### src/mipsParams.svh
/*
 * Single-cycle MIPS core parameters.
 * Datapath width, register file size, data memory depth and the jal link register.
 */
`ifndef MIPS_PARAMS_SVH
`define MIPS_PARAMS_SVH

// ======================================================================
// datapath
// ======================================================================

// data and instruction word width
`define MIPS_XLEN 32

// ======================================================================
// register file
// ======================================================================

// architectural registers, r0 reads as zero
`define MIPS_NREGS 32
// register index width, follows the register count
`define MIPS_RADDR_W $clog2(`MIPS_NREGS)
// jal writes its return address here
`define MIPS_LINK_REG 31

// ======================================================================
// data memory
// ======================================================================

// word address width, 128 words
`define MIPS_DADDR_W 7

`endif

### src/mipsPkg.sv
/*
 * Shared types of the single-cycle MIPS core.
 * Opcode, function and ALU encodings plus the control, memory and write-back structs.
 */
`default_nettype none

`include "mipsParams.svh"

package mipsPkg;

  // ======================================================================
  // encodings
  // ======================================================================

  // primary opcode, instr[31:26]
  typedef enum logic [5:0] {
    OP_RTYPE = 6'h00,
    OP_J     = 6'h02,
    OP_JAL   = 6'h03,
    OP_BEQ   = 6'h04,
    OP_LW    = 6'h23,
    OP_SW    = 6'h2b
  } opcode_e;

  // R-type function field, instr[5:0]
  typedef enum logic [5:0] {
    FN_ADD = 6'h20,
    FN_SUB = 6'h22,
    FN_AND = 6'h24,
    FN_OR  = 6'h25,
    FN_SLT = 6'h2a
  } funct_e;

  // ALU operation select
  typedef enum logic [3:0] {
    ALU_AND  = 4'b0000,
    ALU_OR   = 4'b0001,
    ALU_ADD  = 4'b0010,
    ALU_SUB  = 4'b0110,
    ALU_SLT  = 4'b0111,
    ALU_NONE = 4'b1111
  } aluOp_e;

  // ======================================================================
  // bundles
  // ======================================================================

  // decoded control flags, one instruction
  typedef struct packed {
    logic regDst;    // destination is rd, else rt
    logic aluSrc;    // ALU operand b is the immediate
    logic memToReg;  // write-back from data memory
    logic memRead;   // load, data memory result is consumed
    logic regWrite;
    logic memWrite;
    logic branch;    // beq
    logic jump;      // j or jal
    logic link;      // jal
  } ctrl_t;

  // data memory request, single write enable
  typedef struct packed {
    logic                     wrEn;
    logic [`MIPS_DADDR_W-1:0] addr;
    logic [`MIPS_XLEN-1:0]    wdata;
  } memReq_t;

  // register file write port
  typedef struct packed {
    logic                     en;
    logic [`MIPS_RADDR_W-1:0] addr;
    logic [`MIPS_XLEN-1:0]    data;
  } regWb_t;

endpackage

`default_nettype wire

### src/controlUnit.sv
/*
 * Main and ALU-function decode of the MIPS core.
 * Turns opcode and function field into control flags and an ALU operation.
 */
`default_nettype none

module controlUnit import mipsPkg::*; (
  input  opcode_e opcode,
  input  funct_e  funct,
  output ctrl_t   ctrl,
  output aluOp_e  aluOp
);

  // ======================================================================
  // decode
  // ======================================================================

  always_comb begin
    // default is a bubble: no writes, no flow change
    ctrl  = '0;
    aluOp = ALU_NONE;

    case (opcode)
      OP_RTYPE: begin
        // only the supported functions write rd
        case (funct)
          FN_ADD: aluOp = ALU_ADD;
          FN_SUB: aluOp = ALU_SUB;
          FN_AND: aluOp = ALU_AND;
          FN_OR:  aluOp = ALU_OR;
          FN_SLT: aluOp = ALU_SLT;
          default: aluOp = ALU_NONE;
        endcase
        ctrl.regDst   = (aluOp != ALU_NONE);
        ctrl.regWrite = (aluOp != ALU_NONE);
      end
      OP_LW: begin
        // base plus offset, result from memory into rt
        ctrl.aluSrc   = 1'b1;
        ctrl.memToReg = 1'b1;
        ctrl.memRead  = 1'b1;
        ctrl.regWrite = 1'b1;
        aluOp         = ALU_ADD;
      end
      OP_SW: begin
        ctrl.aluSrc   = 1'b1;
        ctrl.memWrite = 1'b1;
        aluOp         = ALU_ADD;
      end
      OP_BEQ: begin
        // compare by subtraction, zero flag decides
        ctrl.branch = 1'b1;
        aluOp       = ALU_SUB;
      end
      OP_J: begin
        ctrl.jump = 1'b1;
      end
      OP_JAL: begin
        // return address goes to the link register
        ctrl.jump     = 1'b1;
        ctrl.link     = 1'b1;
        ctrl.regWrite = 1'b1;
      end
      default: begin
        // unknown opcode, keep the bubble
        ctrl  = '0;
        aluOp = ALU_NONE;
      end
    endcase
  end

  // ======================================================================
  // checks
  // ======================================================================

  // no entry of the decode table both stores and writes back
  always_comb begin
    assert (!(ctrl.memWrite && ctrl.regWrite))
      else $error("controlUnit: store and register write set together");
  end

endmodule

`default_nettype wire

### src/alu.sv
/*
 * 32-bit ALU of the MIPS core.
 * and, or, add, sub and signed set-less-than, with a zero flag for beq.
 */
`default_nettype none

`include "mipsParams.svh"

module alu import mipsPkg::*; (
  input  logic [`MIPS_XLEN-1:0] a,
  input  logic [`MIPS_XLEN-1:0] b,
  input  aluOp_e                op,
  output logic [`MIPS_XLEN-1:0] result,
  output logic                  zero
);

  // signed compare for slt
  logic aLessB;

  assign aLessB = ($signed(a) < $signed(b));

  // ======================================================================
  // operation select
  // ======================================================================

  always_comb begin
    case (op)
      ALU_AND: result = a & b;
      ALU_OR:  result = a | b;
      ALU_ADD: result = a + b;
      ALU_SUB: result = a - b;
      // single result bit, rest cleared
      ALU_SLT: result = {{(`MIPS_XLEN-1){1'b0}}, aLessB};
      // none and anything unknown give zero
      default: result = '0;
    endcase
  end

  // flag on any zero result, branch logic only reads it for beq
  assign zero = (result == '0);

endmodule

`default_nettype wire

### src/regFile.sv
/*
 * MIPS register file, 32 x 32.
 * Two combinational read ports, one write port on the clock edge, r0 fixed at zero.
 */
`default_nettype none

`include "mipsParams.svh"

module regFile import mipsPkg::*; (
  input  logic                     clk,
  input  logic                     rst,
  input  logic [`MIPS_RADDR_W-1:0] rdAddr1,
  input  logic [`MIPS_RADDR_W-1:0] rdAddr2,
  input  regWb_t                   wr,
  output logic [`MIPS_XLEN-1:0]    rdData1,
  output logic [`MIPS_XLEN-1:0]    rdData2
);

  logic [`MIPS_XLEN-1:0] regs [`MIPS_NREGS];

  // ======================================================================
  // write port
  // ======================================================================

  // whole file cleared on reset
  always_ff @(posedge clk or negedge rst) begin
    if (!rst) begin
      for (int i = 0; i < `MIPS_NREGS; i++) begin
        regs[i] <= '0;
      end
    end else if (wr.en && (wr.addr != '0)) begin
      // writes to r0 are dropped
      regs[wr.addr] <= wr.data;
    end
  end

  // ======================================================================
  // read ports
  // ======================================================================

  assign rdData1 = (rdAddr1 == '0) ? '0 : regs[rdAddr1];
  assign rdData2 = (rdAddr2 == '0) ? '0 : regs[rdAddr2];

  // write-back data must be resolved, whatever source the top selected
  assert property (@(posedge clk) disable iff (!rst) wr.en |-> !$isunknown(wr.data))
    else $error("regFile: unknown write data to r%0d", wr.addr);

endmodule

`default_nettype wire

### src/pcUnit.sv
/*
 * Program counter of the MIPS core.
 * Holds the PC and picks jump, taken branch or PC + 4 as the next address.
 */
`default_nettype none

`include "mipsParams.svh"

module pcUnit (
  input  logic                  clk,
  input  logic                  rst,
  input  logic                  branch,
  input  logic                  jump,
  input  logic                  zero,
  input  logic [`MIPS_XLEN-1:0] imm,
  input  logic [25:0]           target,
  output logic [`MIPS_XLEN-1:0] pc,
  output logic [`MIPS_XLEN-1:0] pcPlus8
);

  logic [`MIPS_XLEN-1:0] pcPlus4;
  logic [`MIPS_XLEN-1:0] pcNext;

  assign pcPlus4 = pc + `MIPS_XLEN'(4);
  // jal return address, skips the delay slot
  assign pcPlus8 = pc + `MIPS_XLEN'(8);

  // jump first, then taken beq, else fall through
  always_comb begin
    if (jump) begin
      pcNext = {pcPlus4[`MIPS_XLEN-1:`MIPS_XLEN-4], target, 2'b00};
    end else if (branch && zero) begin
      pcNext = pcPlus4 + {imm[`MIPS_XLEN-3:0], 2'b00};
    end else begin
      pcNext = pcPlus4;
    end
  end

  always_ff @(posedge clk or negedge rst) begin
    if (!rst) begin
      pc <= '0;
    end else begin
      pc <= pcNext;
    end
  end

  // word fetches only, across every jump and branch taken
  assert property (@(posedge clk) disable iff (!rst) pc[1:0] == 2'b00)
    else $error("pcUnit: misaligned pc %h", pc);

endmodule

`default_nettype wire

### src/singleCycleMips.sv
/*
 * Single-cycle MIPS core, top level.
 * Fetch, decode, execute, memory and write-back in one clock, memories outside.
 */
`default_nettype none

`include "mipsParams.svh"

module singleCycleMips import mipsPkg::*; (
  input  logic                  clk,
  input  logic                  rst,
  input  logic [`MIPS_XLEN-1:0] instr,
  input  logic [`MIPS_XLEN-1:0] memRdata,
  output logic [`MIPS_XLEN-1:0] instrAddr,
  output memReq_t               memReq,
  output regWb_t                wb
);

  // ======================================================================
  // instruction fields
  // ======================================================================

  opcode_e                  opcode;
  funct_e                   funct;
  logic [`MIPS_RADDR_W-1:0] rs;
  logic [`MIPS_RADDR_W-1:0] rt;
  logic [`MIPS_RADDR_W-1:0] rd;
  logic [`MIPS_RADDR_W-1:0] wbAddr;
  logic [`MIPS_XLEN-1:0]    immExt;
  logic [`MIPS_XLEN-1:0]    rdData1;
  logic [`MIPS_XLEN-1:0]    rdData2;
  logic [`MIPS_XLEN-1:0]    aluB;
  logic [`MIPS_XLEN-1:0]    aluResult;
  logic [`MIPS_XLEN-1:0]    wbData;
  logic [`MIPS_XLEN-1:0]    pc;
  logic [`MIPS_XLEN-1:0]    pcPlus8;
  logic                     aluZero;
  ctrl_t                    ctrl;
  aluOp_e                   aluOp;

  assign opcode = opcode_e'(instr[31:26]);
  assign funct  = funct_e'(instr[5:0]);
  assign rs     = instr[25:21];
  assign rt     = instr[20:16];
  assign rd     = instr[15:11];
  // 16-bit offset, sign extended
  assign immExt = {{(`MIPS_XLEN-16){instr[15]}}, instr[15:0]};

  // ======================================================================
  // blocks
  // ======================================================================

  controlUnit uCtrl (.opcode(opcode), .funct(funct), .ctrl(ctrl), .aluOp(aluOp));

  regFile uRegs (
    .clk(clk), .rst(rst), .rdAddr1(rs), .rdAddr2(rt), .wr(wb),
    .rdData1(rdData1), .rdData2(rdData2)
  );

  // register or immediate for operand b
  assign aluB = ctrl.aluSrc ? immExt : rdData2;

  alu uAlu (.a(rdData1), .b(aluB), .op(aluOp), .result(aluResult), .zero(aluZero));

  pcUnit uPc (
    .clk(clk), .rst(rst), .branch(ctrl.branch), .jump(ctrl.jump), .zero(aluZero),
    .imm(immExt), .target(instr[25:0]), .pc(pc), .pcPlus8(pcPlus8)
  );

  // ======================================================================
  // memory and write-back
  // ======================================================================

  assign instrAddr = pc;
  // byte address from the ALU, word index to the memory
  assign memReq = '{wrEn: ctrl.memWrite, addr: aluResult[`MIPS_DADDR_W+1:2], wdata: rdData2};

  // jal targets the link register, R-type rd, the rest rt
  assign wbAddr = ctrl.link   ? `MIPS_RADDR_W'(`MIPS_LINK_REG) :
                  ctrl.regDst ? rd : rt;
  assign wbData = ctrl.link     ? pcPlus8  :
                  ctrl.memToReg ? memRdata : aluResult;
  assign wb = '{en: ctrl.regWrite, addr: wbAddr, data: wbData};

  // a load must present a resolved word address to the data memory
  assert property (@(posedge clk) disable iff (!rst) ctrl.memRead |-> !$isunknown(memReq.addr))
    else $error("singleCycleMips: load with unknown address at pc %h", pc);

endmodule

`default_nettype wire

### config.mk
export PLATFORM = sky130hd
export DESIGN_NAME = singleCycleMips
export DESIGN_NICKNAME = d
export VERILOG_FILES = /design/src/mipsPkg.sv /design/src/controlUnit.sv /design/src/alu.sv /design/src/regFile.sv /design/src/pcUnit.sv /design/src/singleCycleMips.sv
export VERILOG_INCLUDE_DIRS = /design/src
export SDC_FILE = /design/constraint.sdc
export NUM_CORES = 2
export LEC_CHECK = 0
export ABC_CLOCK_PERIOD_IN_PS = 9200
export BUFFER_PORTS_ARGS = -buffer_cell sky130_fd_sc_hd__buf_2
export CAP_MARGIN = 10
export CORE_MARGIN = 3
export CORE_UTILIZATION = 45
export DETAILED_ROUTE_END_ITERATION = 6
export GPL_TIMING_DRIVEN = 1
export PLACE_DENSITY = 0.67
export SLEW_MARGIN = 20
export SYNTH_ARGS = -nofsm -noshare
export SYNTH_HDL_FRONTEND = slang
export SYNTH_SLANG_ARGS = --single-unit
export TNS_END_PERCENT = 30
### constraint.sdc
create_clock -name clk -period 9.2 [get_ports clk]
set_input_delay 1.38 -clock clk [delete_from_list [all_inputs] [get_ports clk]]
set_output_delay 1.38 -clock clk [all_outputs]
set_load 0.05 [all_outputs]
-- Word-level counts from Yosys, hierarchy flattened
Cells that the tools add are included.
- register bits after elaboration: 1056
- output and inout port bits: 110
- add/sub/neg operators: 5
- equal/unequal tests: 15
- bitwise gates (word level): 5
- mux-type cells: 30
- magnitude comparators: 5
- reduce and logical (&&, ||, !) cells: 12
- operator list (cell ; number):
    1024-bit bitwise mux ; 1
    32-bit 2-to-1 mux ; 12
    32-bit binary-select mux with 5-bit select ; 2
    32-bit demux with 5-bit select ; 1
    32-bit one-hot mux with 5 select lines ; 1
    32-bit adder ; 2
    6-bit equality test (second input constant) ; 7
    32-bit by 3-bit adder with 32-bit output (second input constant) ; 1
    32-bit by 4-bit adder with 32-bit output (second input constant) ; 1
    32-bit bitwise AND ; 1
    32-bit logical NOT ; 1
    32-bit less-than comparator ; 1
    32-bit bitwise OR ; 1
    32-bit subtractor ; 1
    4-bit one-hot mux with 5 select lines ; 1
    6-bit greater-or-equal comparator (second input constant) ; 3
    5-bit inverter with 6-bit output ; 3
    6-bit by 2-bit equality test with 1-bit output (second input constant) ; 2
    4-bit one-hot mux with 3 select lines ; 1
    5-bit logical NOT ; 2
    5-bit 2-to-1 mux ; 2
    4-bit by 3-bit equality test with 1-bit output (second input constant) ; 2
    6-bit by 3-bit equality test with 1-bit output (second input constant) ; 1
    6-bit logical NOT ; 1
    12 further kinds ; 21

-- Depth between registers and ports, before layout
- word-level depth: 13
- mapped depth: 26
- gate-level depth less buffers: 21

-- Modules after synthesis
Synthesis repeated with hierarchy kept, for this count alone.
- cells, all modules: 5189
- area, all modules: 65377.7 µm²
- by module, submodules not included (module ; times used ; cells an instance ; area each (µm²)):
    regFile ; 1 ; 3621 ; 54369.6
    alu ; 1 ; 852 ; 5522.8
    pcUnit ; 1 ; 513 ; 4075.2
    singleCycleMips ; 1 ; 174 ; 1231.2
    controlUnit ; 1 ; 29 ; 178.9

-- Worst setup path after synthesis
OpenSTA, ideal clock, no wires.
- kind: in2out
- from: in instr[16]
- to: out wb[28] (netlist bit)
- buffers on the path: 5
- cell stages on the path: 24
- data required time: 7.820 ns
- slack: 0.575 ns
- data arrival time: 7.245 ns
- path through: clkbuf_1 buf_1 buf_1 mux4_2 mux4_2 mux2i_1 nor3_1 a21oi_1 ha_1 buf_4 nor2_1 o221ai_1 a22o_1 o32a_1 o21ba_1 o41ai_4 a211oi_1 a211oi_2 xnor2_1 a22oi_2 a21oi_1 a21oi_1 clkbuf_1 inv_1
- RTL lines (what ; line ; RTL):
    start, declared ; singleCycleMips.sv:12 ; input logic [`MIPS_XLEN-1:0] instr,
    end, declared ; singleCycleMips.sv:16 ; output regWb_t wb

==> qor.yml <==
power:
  leakagePower_uw: 0.0301
  finalPower_uw: 11800
  p_per_area_nw_per_um2: 170
  irDropWorstVdd_uv: 170
timing:
  fin_crit_ns: 8.98
  layout_setup_ws_ns: 0.225
  fmax_mhz: 111
  skew_ns: 0.0569
  max_slew.worst_pin.slew_ns: 1.28
  setup_viol: 0
  post-route-period-util: 0.976
  report.final.slew_viol_count: 0
  finalHoldViolCount: 0
  hold_slack_ns: 0.398
  relSlewSlack: 0.141
  tns_ns: 0
setup_path:
  cp.required_ns: 7.82
  start_kind: "primary input"
  cp_max_fo: 41
  path_class: "primary input to primary output"
  arrival_ns: 7.60
  worstSetupEndpointType: "primary output"
  r2r_cells: 21
synth:
  synth-seq-cells: 1054
  ys_seq_area_frac: 0.426
  synth_cell_types: 88
  synth_area_leader_cell: "dfrtp_1"
  synth_edf_count: 0
  synthFlopType: "dfrtp_1"
  synthCells: 5827
  ys_top_cells_by_area: "dfrtp_1, mux4_2, o21ai_0"
  synthArstFlopShare: 1.00
  synth_top_area_frac: 0.426
  yosysWarnings: 0
  syn-cell-area_um2: 61900
  avgSynthCellArea_um2: 10.6
global_routing:
  use_met1: 0.425
  overflow: 0
  use_met3: 0.0974
  gr-usage-met2: 0.462
  busiest_layer: "met2"
  grt_pass1_vias: 48422
  grt_use_total: 0.313
  grt_max_degree: 179
  grt_pass1_wl_um: 328000
  antenna_found_initial: 15
final_layout:
  drive_gt1_frac: 0.221
  final_cells: 7630
  syn_to_final_growth_pct: 11.7
  final_cell_mix: "nand2_1, dfrtp_1, o21ai_0"
  final_nets: 5941
  fillCellCount: 11860
  final_common_cell: "nand2_1"
floorplan:
  die_x_um: 377
  ios: 176
  die_area_um2: 142000
  initial_core_util: 0.455
  die_y_um: 377
  core-area_um2: 136000
  core.rowCount: 135
clock_tree:
  cts_tree: "done"
  cts.sinks: 1054
  clock-root-buffer: "clkbuf_16"
  numCtsBuffers: 114
  clk_latency_ns: 0.74
  path_clk_slew_ns: 0.06
  cts_buffer_depth: 3
  h-tree-depth: 3
run:
  drv_cap: 0
drt:
  dr.pass1.iters: 6
  post_drt_wl_per_cell_um: 29.3
  routed_wl_um: 223000
  drt_iter0_markers: 6512
  drc_errors: 0
  viasPerCell: 6.47
  antenna_left: 0
  vias: 49366
placed_design:
  dp_hpwl_um: 142000
  gp_congestion: 1.02
  post-place-cells: 7401
  io_buffers: 173
  dp_slack_ns: -0.149
min_path:
  hold_class: "flop to flop"
  hold_path_depth: 0
run_status:
  outcome: "finished clean"
-- stage by stage --
step           instance area, um^2  utilization
2_1_floorplan                61900            -
3_3_place_gp                 64800        0.477
3_5_place_dp                 64800        0.477
4_1_cts                      68900        0.507
5_1_grt                      69100        0.508
6_report                     69100        0.508
-- cell type report --
| type | count | area (um^2) | area share |
|---|---|---|---|
| inverter | 157 | 589 | 0.00853 |
| antenna | 14 | 35.0 | 0.000507 |
| tap | 1781 | 2230 | 0.0322 |
| clock inverter | 59 | 800 | 0.0116 |
| timing repair buffer | 347 | 2550 | 0.0369 |
| clock buffer | 154 | 3250 | 0.0471 |
| sequential | 1054 | 26400 | 0.382 |
| multi-input combinational | 4064 | 33300 | 0.482 |
-- state kept, by name, summed over array words and instances, names as in the netlist --
name,cells
uRegs.regs,1024
uPc.pc,30
-- synthesized netlist by cell type (all sizes together), types with 45 or more instances --
| cell type | instances |
|---|---|
| a21oi | 229 |
| buf | 91 |
| clkbuf | 462 |
| dfrtp | 1054 |
| ha | 134 |
| inv | 156 |
| mux2i | 90 |
| mux4 | 640 |
| nand2 | 1151 |
| nand2b | 50 |
| nor2 | 224 |
| nor3 | 45 |
| o21ai | 1021 |
| xnor2 | 61 |
-- worst max-delay path: stages --
cell      delay [ns]
buf_12          0.28
buf_16          0.33
mux4_2          0.55
mux4_2          0.49
mux2i_1         0.48
nor3_1          0.09
a21oi_1         0.33
inv_1           0.09
ha_1            0.27
nor2b_1         0.18
nor4_1          0.64
o211ai_1        0.27
nand2_1         0.19
o211a_1         0.29
o31ai_2         0.15
a211oi_1        0.37
nor2b_1         0.08
o22ai_1         0.37
o21ai_2         0.23
inv_1           0.18
buf_2           0.28
-- cell families (layout without fill, tap and decap cells) --
family          after synthesis  in the layout  synth area share
buf+inv                     710            717            0.0438
xor+xnor                     95             95            0.0134
other cells                   1             16         0.0000606
fa+ha+maj                   137            137            0.0281
flops                      1054           1054             0.426
mux                         738            738             0.249
simple gates               1625           1625             0.109
compound gates             1467           1467             0.131
-- routing by layer --
| metal | part of all wire | up-vias |
|---|---|---|
| li1 | - | 20847 |
| met4 | 0.051 | 12 |
| met1 | 0.39 | 25122 |
| met5 | 0.00036 | - |
| met2 | 0.44 | 2788 |
| met3 | 0.12 | 597 |
-- path summary, 6_finish.rpt --
| check | from | to | slack (ns) |
|---|---|---|---|
| setup / recovery | instr[16] | wb[23] | 0.22 |
| min in group asynchronous | rst | uRegs.regs[221] | 0.75 |
| hold reg to reg | uRegs.regs[1007] | uRegs.regs[1007] | 0.40 |
| max in group asynchronous | rst | uRegs.regs[304] | 6.16 |
| setup reg to reg | uRegs.regs[392] | uPc.pc[27] | 1.95 |
| hold / removal | uRegs.regs[1007] | uRegs.regs[1007] | 0.40 |
-- power by group --
part / leakage [uW] / internal [uW] / switching [uW]
clock network: 0.00198 / 2890 / 2040
registers: 0.0146 / 4720 / 157
logic: 0.0135 / 676 / 1290
total: 0.0301 / 8280 / 3490
-- timing repair --
action / CTS / global route
endpoints found under the setup margin: 1 / 9
hold buffers: 0 / 0
buffers inserted: 0 / 0
gates resized for setup: 2 / 8
gates cloned: 0 / 1
pin swaps: 0 / 0
(Power assumes the default switching activity.)
